<file path="src/include/fetch_cfg.svh">
`ifndef FETCH_CFG_SVH
`define FETCH_CFG_SVH

// address and data width of the fetch path
`define FETCH_XLEN 32

// first word fetched after reset
`define FETCH_RESET_PC 32'h8000_0000

// sequential pc step, no compressed words
`define FETCH_INST_BYTES 4

`endif

</file>
<file path="src/logic/rv_isa_pkg.sv">
`default_nettype none

package rv_isa_pkg;

    // major opcodes seen by the front end
    localparam logic [6:0] OPC_OP   = 7'b0110011;
    localparam logic [6:0] OPC_JAL  = 7'b1101111;
    localparam logic [6:0] OPC_JALR = 7'b1100111;

    // funct7 of the RV32M group
    localparam logic [6:0] F7_MULDIV = 7'b0000001;

    typedef struct packed {
        logic [6:0] funct7;
        logic [4:0] rs2;
        logic [4:0] rs1;
        logic [2:0] funct3;
        logic [4:0] rd;
        logic [6:0] opcode;
    } r_type_t;

    // immediate bits in encoding order, offset bit 0 is implied
    typedef struct packed {
        logic       imm20;
        logic [9:0] imm10_1;
        logic       imm11;
        logic [7:0] imm19_12;
        logic [4:0] rd;
        logic [6:0] opcode;
    } j_type_t;

    // one fetched word, read as R or J format
    typedef union packed {
        r_type_t r;
        j_type_t j;
    } inst_u;

endpackage

`default_nettype wire

</file>
<file path="src/logic/fetch_pkg.sv">
`default_nettype none

`include "fetch_cfg.svh"

package fetch_pkg;

    typedef logic [`FETCH_XLEN-1:0] pc_t;

    // one fetch in flight: request, wait for the word, settle
    typedef enum logic [1:0] {
        F_IDLE = 2'd0,
        F_WAIT = 2'd1,
        F_DONE = 2'd2
    } fetch_state_t;

    // fetch stalls waiting on execute
    typedef enum logic [1:0] {
        H_NONE   = 2'd0,
        H_MULDIV = 2'd1,
        H_JALR   = 2'd2
    } hold_state_t;

endpackage

`default_nettype wire

</file>
<file path="src/logic/fetch_req_if.sv">
`default_nettype none

`include "fetch_cfg.svh"

interface fetch_req_if;
    import fetch_pkg::*;

    logic                   req_valid;
    pc_t                    req_pc;
    // single-cycle pulses from the bus side
    logic                   req_hs;
    logic                   done;
    logic [`FETCH_XLEN-1:0] data;

    modport pcgen (
        output req_valid, req_pc,
        input  req_hs, done, data
    );

    modport bus (
        input  req_valid, req_pc,
        output req_hs, done, data
    );

endinterface

`default_nettype wire

</file>
<file path="src/logic/predecode_if.sv">
`default_nettype none

interface predecode_if;
    import fetch_pkg::*;

    // only meaningful while done is high
    logic is_muldiv;
    logic is_jal;
    logic is_jalr;
    pc_t  jal_target;

    modport source (output is_muldiv, is_jal, is_jalr, jal_target);

    modport sink (input is_muldiv, is_jal, is_jalr, jal_target);

endinterface

`default_nettype wire

</file>
<file path="src/logic/pc_predict.sv">
`default_nettype none

`include "fetch_cfg.svh"

module pc_predict (
    input  logic           clk,
    input  logic           rst_n,
    fetch_req_if.pcgen     fetch,
    predecode_if.sink      pre,
    input  logic           muldiv_done,
    input  logic           jalr_valid,
    input  fetch_pkg::pc_t jalr_target,
    input  logic           redirect_valid,
    input  fetch_pkg::pc_t redirect_pc,
    output logic           redirect_ready
);
    import fetch_pkg::*;

    localparam pc_t INST_BYTES = pc_t'(`FETCH_INST_BYTES);

    fetch_state_t state_q;
    fetch_state_t state_d;
    hold_state_t  hold_q;
    hold_state_t  hold_d;
    pc_t          pc_q;
    pc_t          pc_d;
    logic         req_valid_q;
    logic         redirect_hs;

    // redirect only while nothing is requested or held
    assign redirect_ready = (state_q == F_IDLE) && (hold_q == H_NONE) && !req_valid_q;
    assign redirect_hs    = redirect_valid && redirect_ready;

    assign fetch.req_valid = req_valid_q;
    assign fetch.req_pc    = pc_q;

    always_comb begin
        state_d = state_q;
        case (state_q)
            F_IDLE: begin
                if (fetch.req_hs) begin
                    state_d = F_WAIT;
                end
            end
            F_WAIT: begin
                if (fetch.done) begin
                    state_d = F_DONE;
                end
            end
            F_DONE: state_d = F_IDLE;
            default: state_d = F_IDLE;
        endcase
    end

    // next pc and hold; pc_q stays the pc of the word in flight until done
    always_comb begin
        hold_d = hold_q;
        pc_d   = pc_q;
        if (fetch.done) begin
            if (pre.is_muldiv) begin
                pc_d   = pc_q + INST_BYTES;
                hold_d = H_MULDIV;
            end else if (pre.is_jal) begin
                pc_d = pre.jal_target;
            end else if (pre.is_jalr) begin
                hold_d = H_JALR;
            end else begin
                pc_d = pc_q + INST_BYTES;
            end
        end else if (hold_q == H_MULDIV && muldiv_done) begin
            hold_d = H_NONE;
        end else if (hold_q == H_JALR && jalr_valid) begin
            hold_d = H_NONE;
            pc_d   = jalr_target;
        end else if (redirect_hs) begin
            pc_d = redirect_pc;
        end
    end

    always_ff @(posedge clk or negedge rst_n) begin
        if (!rst_n) begin
            state_q <= F_IDLE;
            hold_q  <= H_NONE;
            pc_q    <= `FETCH_RESET_PC;
        end else begin
            state_q <= state_d;
            hold_q  <= hold_d;
            pc_q    <= pc_d;
        end
    end

    // a redirect takes the slot a new request would have used
    always_ff @(posedge clk or negedge rst_n) begin
        if (!rst_n) begin
            req_valid_q <= 1'b0;
        end else if (fetch.req_hs) begin
            req_valid_q <= 1'b0;
        end else if (state_q != F_WAIT && hold_q == H_NONE && !redirect_hs) begin
            req_valid_q <= 1'b1;
        end
    end

endmodule

`default_nettype wire

</file>
<file path="src/logic/inst_predecode.sv">
`default_nettype none

`include "fetch_cfg.svh"

module inst_predecode (
    input  fetch_pkg::pc_t     fetch_pc,
    input  rv_isa_pkg::inst_u  word,
    predecode_if.source        pre
);
    import fetch_pkg::*;
    import rv_isa_pkg::*;

    pc_t j_offset;

    // RV32M lives in the OP major opcode with its own funct7
    assign pre.is_muldiv = (word.r.opcode == OPC_OP) && (word.r.funct7 == F7_MULDIV);

    assign pre.is_jal  = (word.j.opcode == OPC_JAL);
    assign pre.is_jalr = (word.r.opcode == OPC_JALR);

    // J immediate, sign from bit 31, always even
    assign j_offset = {
        {(`FETCH_XLEN-20){word.j.imm20}},
        word.j.imm19_12,
        word.j.imm11,
        word.j.imm10_1,
        1'b0
    };

    // predicted target, taken as soon as the word is accepted
    assign pre.jal_target = fetch_pc + j_offset;

endmodule

`default_nettype wire

</file>
<file path="src/logic/fetch_axi_master.sv">
`default_nettype none

`include "fetch_cfg.svh"

module fetch_axi_master (
    input  logic                   clk,
    input  logic                   rst_n,
    fetch_req_if.bus               fetch,
    output logic                   ar_valid,
    input  logic                   ar_ready,
    output fetch_pkg::pc_t         ar_addr,
    input  logic                   r_valid,
    output logic                   r_ready,
    input  logic [`FETCH_XLEN-1:0] r_data,
    output logic                   inst_valid,
    input  logic                   inst_ready,
    output logic [`FETCH_XLEN-1:0] inst_data,
    output fetch_pkg::pc_t         inst_pc
);
    logic start;

    // new request only once the previous word has left
    assign start = !ar_valid && !r_ready && !inst_valid && fetch.req_valid;

    assign fetch.req_hs = ar_valid && ar_ready;
    assign fetch.done   = inst_valid && inst_ready;
    assign fetch.data   = inst_data;

    // AR, then R, then hold the word for decode
    always_ff @(posedge clk or negedge rst_n) begin
        if (!rst_n) begin
            ar_valid   <= 1'b0;
            r_ready    <= 1'b0;
            inst_valid <= 1'b0;
        end else if (inst_valid) begin
            if (inst_ready) begin
                inst_valid <= 1'b0;
            end
        end else if (r_ready) begin
            if (r_valid) begin
                r_ready    <= 1'b0;
                inst_valid <= 1'b1;
            end
        end else if (ar_valid) begin
            if (ar_ready) begin
                ar_valid <= 1'b0;
                r_ready  <= 1'b1;
            end
        end else if (start) begin
            ar_valid <= 1'b1;
        end
    end

    always_ff @(posedge clk) begin
        if (start) begin
            ar_addr <= fetch.req_pc;
        end
        if (r_valid && r_ready) begin
            inst_data <= r_data;
            inst_pc   <= ar_addr;
        end
    end

endmodule

`default_nettype wire

</file>
<file path="src/logic/fetch_frontend.sv">
`default_nettype none

`include "fetch_cfg.svh"

module fetch_frontend (
    input  logic                   clk,
    input  logic                   rst_n,
    output logic                   ar_valid,
    input  logic                   ar_ready,
    output fetch_pkg::pc_t         ar_addr,
    input  logic                   r_valid,
    output logic                   r_ready,
    input  logic [`FETCH_XLEN-1:0] r_data,
    output logic                   inst_valid,
    input  logic                   inst_ready,
    output logic [`FETCH_XLEN-1:0] inst_data,
    output fetch_pkg::pc_t         inst_pc,
    input  logic                   redirect_valid,
    output logic                   redirect_ready,
    input  fetch_pkg::pc_t         redirect_pc,
    input  logic                   muldiv_done,
    input  logic                   jalr_valid,
    input  fetch_pkg::pc_t         jalr_target
);
    fetch_req_if fetch_if ();
    predecode_if pre_if ();

    pc_predict u_pc_predict (
        .clk            (clk),
        .rst_n          (rst_n),
        .fetch          (fetch_if.pcgen),
        .pre            (pre_if.sink),
        .muldiv_done    (muldiv_done),
        .jalr_valid     (jalr_valid),
        .jalr_target    (jalr_target),
        .redirect_valid (redirect_valid),
        .redirect_pc    (redirect_pc),
        .redirect_ready (redirect_ready)
    );

    // fetch_if.data is the buffered decode word
    inst_predecode u_inst_predecode (
        .fetch_pc (inst_pc),
        .word     (fetch_if.data),
        .pre      (pre_if.source)
    );

    fetch_axi_master u_fetch_axi_master (
        .clk        (clk),
        .rst_n      (rst_n),
        .fetch      (fetch_if.bus),
        .ar_valid   (ar_valid),
        .ar_ready   (ar_ready),
        .ar_addr    (ar_addr),
        .r_valid    (r_valid),
        .r_ready    (r_ready),
        .r_data     (r_data),
        .inst_valid (inst_valid),
        .inst_ready (inst_ready),
        .inst_data  (inst_data),
        .inst_pc    (inst_pc)
    );

endmodule

`default_nettype wire

</file>
<file path="config.mk">
export PLATFORM = sky130hd
export DESIGN_NAME = fetch_frontend
export DESIGN_NICKNAME = d
export VERILOG_FILES = /design/src/logic/rv_isa_pkg.sv /design/src/logic/fetch_pkg.sv /design/src/logic/fetch_req_if.sv /design/src/logic/predecode_if.sv /design/src/logic/pc_predict.sv /design/src/logic/inst_predecode.sv /design/src/logic/fetch_axi_master.sv /design/src/logic/fetch_frontend.sv
export VERILOG_INCLUDE_DIRS = /design/src /design/src/include
export SDC_FILE = /design/constraint.sdc
export NUM_CORES = 1
export LEC_CHECK = 0
export ABC_CLOCK_PERIOD_IN_PS = 2800
export BUFFER_PORTS_ARGS = -buffer_cell sky130_fd_sc_hd__buf_2
export CAP_MARGIN = 20
export CORE_ASPECT_RATIO = 1.25
export CORE_MARGIN = 2
export CORE_UTILIZATION = 49
export CTS_BUF_LIST = sky130_fd_sc_hd__clkbuf_16
export DETAILED_ROUTE_END_ITERATION = 10
export HOLD_SLACK_MARGIN = 0.1
export PLACE_DENSITY = 0.77
export RECOVER_POWER = 25
export SKIP_CTS_REPAIR_TIMING = 1
export SYNTH_ARGS = -nofsm -noshare
export SYNTH_HDL_FRONTEND = slang
export SYNTH_HIERARCHICAL = 1
export SYNTH_SLANG_ARGS = --single-unit
</file>
<file path="constraint.sdc">
create_clock -name clk -period 2.8 [get_ports clk]
set_input_delay 0.28 -clock clk [delete_from_list [all_inputs] [get_ports clk]]
set_output_delay 0.28 -clock clk [all_outputs]
set_load 0.1 [all_outputs]
</file>
==> key figures, run 1 <==
Synth
  • Post-synth EDFFs: 96
  • Seq cells post-synth: between 100 and 150
  • Avg Cell Area, Syn: a little under 10 µm²
  • Post-synthesis simple-gate area fraction: 0.178
  • Compound-gate portion of the synthesized area: 0.198
  • Register area share after synthesis: 0.466
  • Synth Net Count: roughly 980
  • Area leader, netlist: edfxtp_1
  • Ys flop type: edfxtp_1
  • Cells after Synth: around 840
  • Synth unique cells: 82
  • Largest cells by area after synthesis: edfxtp_1 35%, dfrtp_1 12%, ha_1 4.7%
  • Asr flop ratio synth: 0.294
  • Adder-cell area share of the yosys netlist: 0.0490
  • Synth Area in XOR/XNOR: 0.0294
  • Synth top area share: 0.346
  • Mapped Area: 8330 µm²
  • Multiplexer area fraction after synthesis: 0.0159
  • Main combinational cell family by area after synthesis: compound AO/OA/AOI/OAI gates
  • Syn. warnings: 6

STA
  • Actual slew at the worst max-slew pin: ~1100 ps
  • Slew Limit Fails: 0
  • Final setup vio count: 0
  • Worst hold slack: between 150 and 200 ps
  • Crit share post-route: 0.998
  • Fmax: around 360 MHz
  • Clock skew: 9.85 ps
  • Unrepaired setup endpoints after global routing: true
  • Slew margin rel.: 0.247
  • PnR worst setup slack: 6.14 ps
  • Endpoints failing hold: 0
  • Minimum clock period: between 2000 and 3000 ps

Worst setup path
  • Critical Path RT: around 3200 ps
  • Crit path arrival time: ~3200 ps
  • Setup crit end kind: flip-flop
  • Startpoint Class: flip-flop
  • Crit Path Max Fanout: 4
  • Setup CP Type: reg2reg

CTS
  • Clock sink count: roughly 140
  • Clock Latency Late Sink: between 400 and 500 ps
  • CTS Buf Count: 17
  • CTS Buffer Depth: 2
  • TritonCTS clock tree: done
  • Clock transition at the registers of the reported paths: about 70 ps
  • Max H-tree Level: 4
  • Root Driver: clkbuf_16

Status
  • Status: finished, final reports clean

GRT
  • GR Util All Layers: 0.276
  • First-pass GRT wire length: between 30 and 40 mm
  • Largest net degree at the start of global routing: 46
  • Antenna violations before repair: 1
  • Vias in the first global route: about 7300
  • Gr ovfl total: 0

Route
  • Vias per inst: about 6
  • WL final: roughly 26 mm
  • Post-route ant nets: 0
  • First-pass DRT Iterations: 5
  • Via count: just under 8000
  • DR WL/cell: roughly 20 µm
  • # DRC: 0
  • DRT iter0 DRCs: around 850

Floorplanning
  • Total I/O pin count: 204
  • Initial core utilization: 0.498
  • Die Span Y: roughly 150 µm
  • Row cnt: 53
  • Die width: approximately 120 µm
  • Die area: 18100 µm²
  • Core area: between 15000 and 20000 µm²

Final layout
  • Area grow syn2layout: 32.2%
  • Share of cells above drive strength 1: 0.346
  • Fin area: ~11000 µm²
  • NumNets Final: around 1200

Power and ir drop
  • Worst IR Drop VDD: 0.563 mV
  • Net Sw Frac: 0.509
  • Internal: 6.21 mW
  • PwrDens: about 1100 nW/µm²
  • Static leakage: 4.47 nW
  • Pwr Total: roughly 13 mW
  • Power share of the clock group: 0.186
  • Reg power frac: 0.289
  • Logic gate share of total power: 0.525
  • Switch Pwr: 6.43 mW

Worst hold path
  • Tightest Hold Check Type: in2reg

Place
  • GPL Wtd Cong: 0.957
  • Detailed placement HPWL: roughly 18 mm
  • Pre-CTS WS: -95.5 ps
  • PortBufs: 203
  • Placed Area: slightly below 10000 µm²

Job
  • Max Cap Violations: 0
-- worst max-delay path, cell delays in order (launching register included) --
cell	delay, ps
edfxtp_1	450
ha_4	200
fa_2	360
a21o_1	220
a31o_4	260
nand4b_4	110
a31oi_4	120
or4_1	420
nand3_1	90
a31oi_1	100
o31ai_2	120
buf_4	150
a2bb2oi_2	120
-- placed cells by master, fill, tap and decap left out, types with 4 or more instances in the layout --
master | synthesis | layout
xor2_1 | 7 | 7
mux2i_1 | 11 | 11
clkbuf_16 | 0 | 18
a22oi_1 | 4 | 4
buf_4 | 35 | 52
nor2_1 | 62 | 59
ha_1 | 31 | 18
o21ai_1 | 5 | 12
dfrtp_1 | 39 | 39
o31a_1 | 5 | 5
xnor2_1 | 21 | 21
a31oi_1 | 16 | 14
nor4_2 | 3 | 4
and4_1 | 7 | 7
a21oi_2 | 2 | 11
a21o_1 | 9 | 9
inv_1 | 15 | 14
o32a_1 | 7 | 7
a211oi_1 | 16 | 12
and3_1 | 8 | 8
a211oi_2 | 0 | 4
nor3_1 | 24 | 21
nand4_1 | 16 | 16
nand2_1 | 90 | 88
o21ai_0 | 56 | 47
inv_6 | 0 | 6
dlygate4sd3_1 | 0 | 34
ha_2 | 0 | 4
or4_1 | 4 | 4
nor2b_1 | 7 | 6
a21oi_1 | 66 | 55
ha_4 | 0 | 9
edfxtp_1 | 96 | 96
o211ai_1 | 8 | 8
buf_2 | 8 | 203
nand3_1 | 32 | 29
o22a_1 | 6 | 6
nor4_1 | 7 | 5
-- worst paths after layout --
| check | from | endpoint | slack, ps | cells after the start |
|---|---|---|---|---|
| worst max-delay path | u_fetch_axi_master/fetch.data[21] | u_pc_predict/fetch.req_pc[31] | 6 | 12 |
| worst min-delay path | ar_ready | u_pc_predict/fetch.req_valid | 160 | 3 |
| worst max register to register | u_fetch_axi_master/fetch.data[21] | u_pc_predict/fetch.req_pc[31] | 6 | 12 |
| worst min register to register | u_fetch_axi_master/ar_addr[8] | u_fetch_axi_master/inst_pc[8] | 440 | 0 |
| max in group asynchronous | rst_n | u_pc_predict/fetch.req_pc[9] | 1640 | 2 |
| min in group asynchronous | rst_n | u_pc_predict/fetch.req_pc[26] | 560 | 2 |
-- cell usage after synthesis (all sizes together) (3+ instances only) --
library cell	count
a21oi	68
a31oi	17
a21o	9
and4	7
nor2b	7
and2	4
a211oi	16
o31ai	4
o32a	7
nand4	16
and3	8
or4	5
a2111oi	3
nand2b	3
o22a	6
nand3	32
o31a	5
a31o	5
mux2i	11
clkbuf	31
inv	15
a22oi	4
edfxtp	96
xnor2	21
a41oi	3
nor2	62
o211ai	8
buf	48
xor2	7
dfrtp	39
ha	31
nand2	90
o21bai	5
nor3	25
a2bb2oi	3
nor4	10
o21ai	61
nor4b	4
o21a	3
or3	4
-- routing by layer --
| layer | global-route usage | vias to the layer above | share of wire |
|---|---|---|---|
| li1 | - | 3635 | - |
| met1 | 0.357 | 3755 | 0.40 |
| met2 | 0.452 | 407 | 0.50 |
| met3 | 0.0541 | 50 | 0.077 |
| met4 | 0.116 | 0 | 0.026 |
| met5 | 0 | - | 0 |
-- sequential cells by signal, indices dropped and copies added, names as in the netlist --
name                           flops
u_fetch_axi_master/fetch.data     32
u_pc_predict/fetch.req_valid       1
u_fetch_axi_master/inst_valid      1
u_pc_predict/hold_q                2
u_fetch_axi_master/ar_addr        32
u_pc_predict/state_q               2
u_fetch_axi_master/r_ready         1
u_pc_predict/fetch.req_pc         32
u_fetch_axi_master/ar_valid        1
u_fetch_axi_master/inst_pc        32
-- layout make-up --
cell class | instances | area (µm²)
fillers | 1348 | 5700
multi-input cells | 612 | 4340
flip-flops and latches | 136 | 3880
repair buffers | 294 | 1840
clock buffers | 17 | 425
well taps | 220 | 275
clock inverters | 15 | 184
inverters | 15 | 60.1
diodes | 1 | 2.50
-- logic make-up after synthesis --
kind of cell,after synthesis
and+or+nand+nor,289
AOI/OAI and AO/OA,250
DFF,136
buffers and inverters,94
adders and majority gates,32
xor gates and xnor gates,28
muxes,13
-- power groups by stage --
stage,logic (mW),registers [mW],clock network (mW)
after CTS,6.30,3.63,2.38
final,6.63,3.66,2.35
after global routing,6.99,3.74,2.48
after global placement,6.21,3.64,0
after detailed placement,6.26,3.66,0
after floorplan,3.40,5.16,0
-- per-stage QoR --
step | TNS (ps) | utilization | cells
finish | 0 | 0.659 | 1310
global route | -133 | 0.659 | 1309
CTS | -198 | 0.620 | 1267
detailed placement | -112 | 0.583 | 1235
global placement | -149 | 0.583 | 1235
floorplan | -1680 | - | 842
No activity file was read; power rests on OpenSTA's default activity.
==> inputs of run 2 (changes only) <==
Settings changed: CORE_MARGIN 2 to unset.
==> key figures, run 2 (synthesized netlist as in run 1, its figures left out) <==
GRT
  • First-pass GRT wire length: about 38 mm
  • Vias in the first global route: about 7200
  • Antenna violations before repair: 1
  • Gr ovfl total: 0
  • Largest net degree at the start of global routing: 41
  • GR Util All Layers: 0.283

Worst setup path
  • Flop-to-flop setup slack: 50 ps
  • CP max stage cell: or4_1
  • Crit Path Max Fanout: 4
  • Setup crit end kind: flip-flop
  • Reg-to-Reg Start: u_fetch_axi_master/inst_pc[1]
  • Crit path arrival time: between 3000 and 4000 ps
  • Startpoint Class: flip-flop
  • Reg-to-reg endpoint: u_pc_predict/fetch.req_pc[31]
  • Critical Path, Cell by Cell: ha_2 -> fa_2 -> a21o_1 -> a31o_4 -> nand4b_4 -> a31oi_2 -> or4_1 -> nand3_2 -> a31oi_1 -> o31ai_1 -> o21ai_1 -> a2bb2oi_1
  • Setup CP Type: reg2reg
  • Critical Path RT: ~3200 ps
  • Max incr delay on CP: 440 ps
  • Worst reg-to-reg path cell count: 12

Route
  • Via count: between 7000 and 8000
  • DRT iter0 DRCs: about 840
  • First-pass DRT Iterations: 5
  • Post-route ant nets: 0
  • Vias per inst: a little under 6
  • DR WL/cell: 19.2 µm
  • WL final: between 20 and 25 mm
  • # DRC: 0

Place
  • PortBufs: 203
  • GPL Wtd Cong: ~0.95
  • Detailed placement HPWL: approximately 18 mm

Worst hold path
  • Hold Crit Depth: 3
  • Tightest Hold Check Type: in2reg
  • Hold endpoint: u_pc_predict/fetch.req_valid
  • Hold_sp: ar_ready

CTS
  • CTS Buf Count: 17
  • Root Driver: clkbuf_16
  • Max H-tree Level: 4
  • Clock sink count: approximately 140
  • Clock Latency Late Sink: about 440 ps
  • TritonCTS clock tree: done
  • Clock transition at the registers of the reported paths: 60 ps
  • CTS Buffer Depth: 2

Power and ir drop
  • Logic gate share of total power: 0.530
  • Switch Pwr: approximately 6.3 mW
  • Worst IR Drop VDD: ~0.65 mV
  • PwrDens: between 1000 and 1500 nW/µm²
  • Internal: between 6 and 7 mW
  • Power share of the clock group: 0.176
  • Net Sw Frac: 0.512
  • Reg power frac: 0.294
  • Static leakage: between 4 and 5 nW

STA
  • Slew Limit Fails: 0
  • Unrepaired setup endpoints after global routing: true
  • Crit share post-route: 0.983
  • Fmax: roughly 360 MHz
  • Endpoints failing hold: 0
  • Clock skew: between 10 and 15 ps
  • Slew margin rel.: 0.342
  • Worst hold slack: about 150 ps
  • Minimum clock period: 2750 ps
  • Actual slew at the worst max-slew pin: between 900 and 1000 ps
  • Final setup vio count: 0

Final layout
  • Commonest non-fill, non-tap cell in the layout: buf_2
  • Fill cells: ~1400
  • Most frequent cells in the layout: 203 x buf_2, 96 x edfxtp_1, 89 x nand2_1
  • Final core utilization: 0.664
  • Share of cells above drive strength 1: 0.337
  • Area grow syn2layout: 30.7%
  • # diodes: 0
  • NumNets Final: 1209

Floorplanning
  • Initial core utilization: 0.508
  • Row cnt: 52
  • Die width: about 120 µm
  • Core area: between 15000 and 20000 µm²
  • Total I/O pin count: ~200
  • Die Span Y: ~150 µm
  • Die area: about 18000 µm²

Job
  • Max Cap Violations: 0

Status
  • Status: finished, final reports clean
run 2: how the worst max path moves through the flow:
stage	end	slack, ps	depth (start not counted)	from
after floorplan	u_pc_predict/fetch.req_pc[19]	-290	11	u_fetch_axi_master/inst_pc[5]
after global placement	u_pc_predict/fetch.req_pc[25]	40	11	u_fetch_axi_master/fetch.data[30]
after detailed placement	u_pc_predict/fetch.req_pc[25]	50	11	u_fetch_axi_master/fetch.data[30]
after CTS	u_pc_predict/fetch.req_pc[29]	40	12	u_fetch_axi_master/inst_pc[1]
after global routing	u_pc_predict/fetch.req_pc[31]	-30	12	u_fetch_axi_master/inst_pc[1]
final	u_pc_predict/fetch.req_pc[31]	50	12	u_fetch_axi_master/inst_pc[1]
run 2: through the flow:
| stage | std cells | cell area [µm²] | power [mW] | worst slack (ps) | setup TNS (ps) |
|---|---|---|---|---|---|
| after CTS | 1262 | 10300 | 12.1 | 40.0 | 0 |
| final | 1302 | 10900 | 12.4 | 47.3 | 0 |
| after detailed placement | 1230 | 9730 | 9.92 | 51.4 | 0 |
| after floorplan | 842 | 8540 | 8.56 | -292 | -1680 |
| after global placement | 1230 | 9730 | 9.85 | 39.3 | 0 |
| after global routing | 1302 | 10900 | 13.0 | -32.0 | -105 |
run 2: power by group through the flow:
| stage | combinational, mW | clock (mW) | sequential [mW] |
|---|---|---|---|
| after floorplan | 3.40 | 0 | 5.16 |
| after global placement | 6.21 | 0 | 3.64 |
| after CTS | 6.28 | 2.21 | 3.63 |
| after global routing | 6.95 | 2.30 | 3.73 |
| final | 6.57 | 2.18 | 3.65 |
| after detailed placement | 6.25 | 0 | 3.67 |
run 2: final cells by class:
cell class / count / area (µm²) / area share
Sequential cell: 136 / 3880 / 0.357
Multi-Input combinational cell: 612 / 4300 / 0.395
Clock inverter: 15 / 143 / 0.0131
Clock buffer: 17 / 425 / 0.0391
Tap cell: 216 / 270 / 0.0248
Timing Repair Buffer: 291 / 1810 / 0.166
Inverter: 15 / 60.1 / 0.00552
run 2: per-layer routing:
| metal | vias to the layer above | global-route usage | routed length (µm) |
|---|---|---|---|
| met5 | - | 0 | 0 |
| met4 | 0 | 0.123 | 741 |
| met3 | 51 | 0.0502 | 1560 |
| met2 | 344 | 0.467 | 12200 |
| met1 | 3673 | 0.365 | 10400 |
| li1 | 3651 | - | - |
run 2: worst max-delay path: cells and delay by family, from the launching register on:
kind	cells	cell delay, ps
AOI/OAI and AO/OA	7	1070
and+or+nand+nor	3	630
adders and majority gates	2	580
DFF	1	400
==> inputs of run 3 (changes only) <==
Settings changed: PLACE_DENSITY 0.77 to 0.81.
==> key figures, run 3 (synthesized netlist as in run 1, its figures left out) <==
GRT
  • First-pass GRT wire length: 38.7 mm
  • Largest net degree at the start of global routing: 53
  • Gr ovfl total: 0
  • GR Util All Layers: 0.285
  • Antenna violations before repair: 0
  • Vias in the first global route: between 7000 and 8000

Final layout
  • Commonest non-fill, non-tap cell in the layout: buf_2
  • Area grow syn2layout: 31.4%
  • Most frequent cells in the layout: 203 x buf_2, 96 x edfxtp_1, 88 x nand2_1
  • # diodes: 0
  • Share of cells above drive strength 1: 0.338
  • Finished Layout Cells: between 1000 and 1500
  • Final core utilization: 0.667
  • NumNets Final: between 1000 and 1500

Worst setup path
  • Max incr delay on CP: 440 ps
  • Reg-to-Reg Start: u_fetch_axi_master/inst_pc[1]
  • Crit path arrival time: approximately 3200 ps
  • Reg-to-reg endpoint: u_pc_predict/fetch.req_pc[29]
  • Flop-to-flop setup slack: -1 ps
  • Setup crit end kind: flip-flop
  • Critical Path, Cell by Cell: ha_4 -> fa_2 -> a21o_1 -> a31o_4 -> nand3_2 -> a21oi_2 -> a31o_1 -> a211oi_2 -> nor3_1 -> a21oi_1 -> mux2i_1 -> a211oi_1
  • Worst reg-to-reg path cell count: 12
  • Crit Path Max Fanout: 4
  • Startpoint Class: flip-flop
  • Critical Path RT: 3140 ps
  • CP max stage cell: edfxtp_1
  • Setup CP Type: reg2reg
  • Worst path bufs/invs: 0
  • Crit path max-delay family: compound AO/OA/AOI/OAI gates

Route
  • Via count: approximately 7900
  • DR WL/cell: 19.6 µm
  • First-pass DRT Iterations: 6
  • Vias per inst: 6.07
  • # DRC: 0
  • Post-route ant nets: 0
  • WL final: between 20 and 30 mm
  • DRT iter0 DRCs: slightly below 900

CTS
  • Clock Latency Late Sink: around 440 ps
  • Max H-tree Level: 4
  • Clock transition at the registers of the reported paths: 70 ps
  • TritonCTS clock tree: done
  • CTS Buf Count: 17
  • Root Driver: clkbuf_16
  • Clock sink count: about 140
  • CTS Buffer Depth: 2

STA
  • Crit share post-route: 1.00
  • Clock skew: approximately 10 ps
  • Slew margin rel.: 0.335
  • PnR worst setup slack: -1.01 ps
  • Final setup vio count: 1
  • Minimum clock period: roughly 2800 ps
  • Endpoints failing hold: 0
  • Actual slew at the worst max-slew pin: between 900 and 1000 ps
  • Unrepaired setup endpoints after global routing: true
  • Fmax: approximately 360 MHz
  • Slew Limit Fails: 0

Place
  • Detailed placement HPWL: roughly 18 mm
  • Placed insts: between 1000 and 1500
  • PortBufs: 203
  • Pre-CTS WS: ~34 ps
  • GPL Wtd Cong: about 0.95

Worst hold path
  • Tightest Hold Check Type: in2reg
  • Hold Crit Depth: 3
  • Hold endpoint: u_pc_predict/fetch.req_valid
  • Hold_sp: ar_ready

Floorplanning
  • Row cnt: 52
  • Initial core utilization: 0.508
  • Die width: about 120 µm
  • Total I/O pin count: ~200
  • Die Span Y: ~150 µm
  • Die area: ~18000 µm²
  • Core area: between 15000 and 20000 µm²

Status
  • Status: finished, violations left
  • Failing checks: setup timing

Power and ir drop
  • Worst IR Drop VDD: ~0.52 mV
  • PwrDens: roughly 1100 nW/µm²
  • Static leakage: 4.44 nW

Job
  • Max Cap Violations: 0
## run 3: report_power, final
part,switching (mW),internal (mW)
logic,4.71,1.88
registers,0.701,2.95
clock network,0.950,1.24
## run 3: layout make-up
type	count	area, µm²
Clock buffer	17	425
Clock inverter	15	141
Fill cell	1317	5460
Inverter	15	60.1
Multi-Input combinational cell	612	4320
Sequential cell	136	3880
Tap cell	216	270
Timing Repair Buffer	294	1840
## run 3: worst max path at each step
| stage | startpoint | to | slack [ps] | cells after the start |
|---|---|---|---|---|
| floorplan | u_fetch_axi_master/inst_pc[5] | u_pc_predict/fetch.req_pc[19] | -290 | 11 |
| global placement | u_fetch_axi_master/inst_pc[16] | u_pc_predict/fetch.req_pc[27] | 50 | 11 |
| detailed placement | u_fetch_axi_master/fetch.data[31] | u_pc_predict/fetch.req_pc[31] | 30 | 12 |
| CTS | u_fetch_axi_master/fetch.data[21] | u_pc_predict/fetch.req_pc[29] | 10 | 12 |
| global route | u_fetch_axi_master/inst_pc[1] | u_pc_predict/fetch.req_pc[31] | -90 | 12 |
| finish | u_fetch_axi_master/inst_pc[1] | u_pc_predict/fetch.req_pc[29] | -1 | 12 |
## run 3: worst min-delay path: cells and delay by family
kind / cells / cell delay (ps)
buffers and inverters: 1 / 90
AND/OR/NAND/NOR: 2 / 190
## run 3: per-stage QoR
stage	hold slack, ps	area, µm²	TNS, ps	total power [mW]
2_1_floorplan	-15.6	8540	-1680	8.56
3_3_place_gp	426	9730	0	9.82
3_5_place_dp	427	9730	0	9.89
4_1_cts	8.02	10300	0	12.1
5_1_grt	172	10900	-434	13.0
6_report	159	10900	-1.01	12.4
## run 3: per-layer routing
layer / global-route usage / up-vias / wire length, µm
li1: - / 3640 / -
met2: 0.458 / 417 / 12500
met5: 0 / - / 0
met3: 0.0675 / 74 / 1900
met1: 0.363 / 3791 / 10200
met4: 0.137 / 0 / 1000
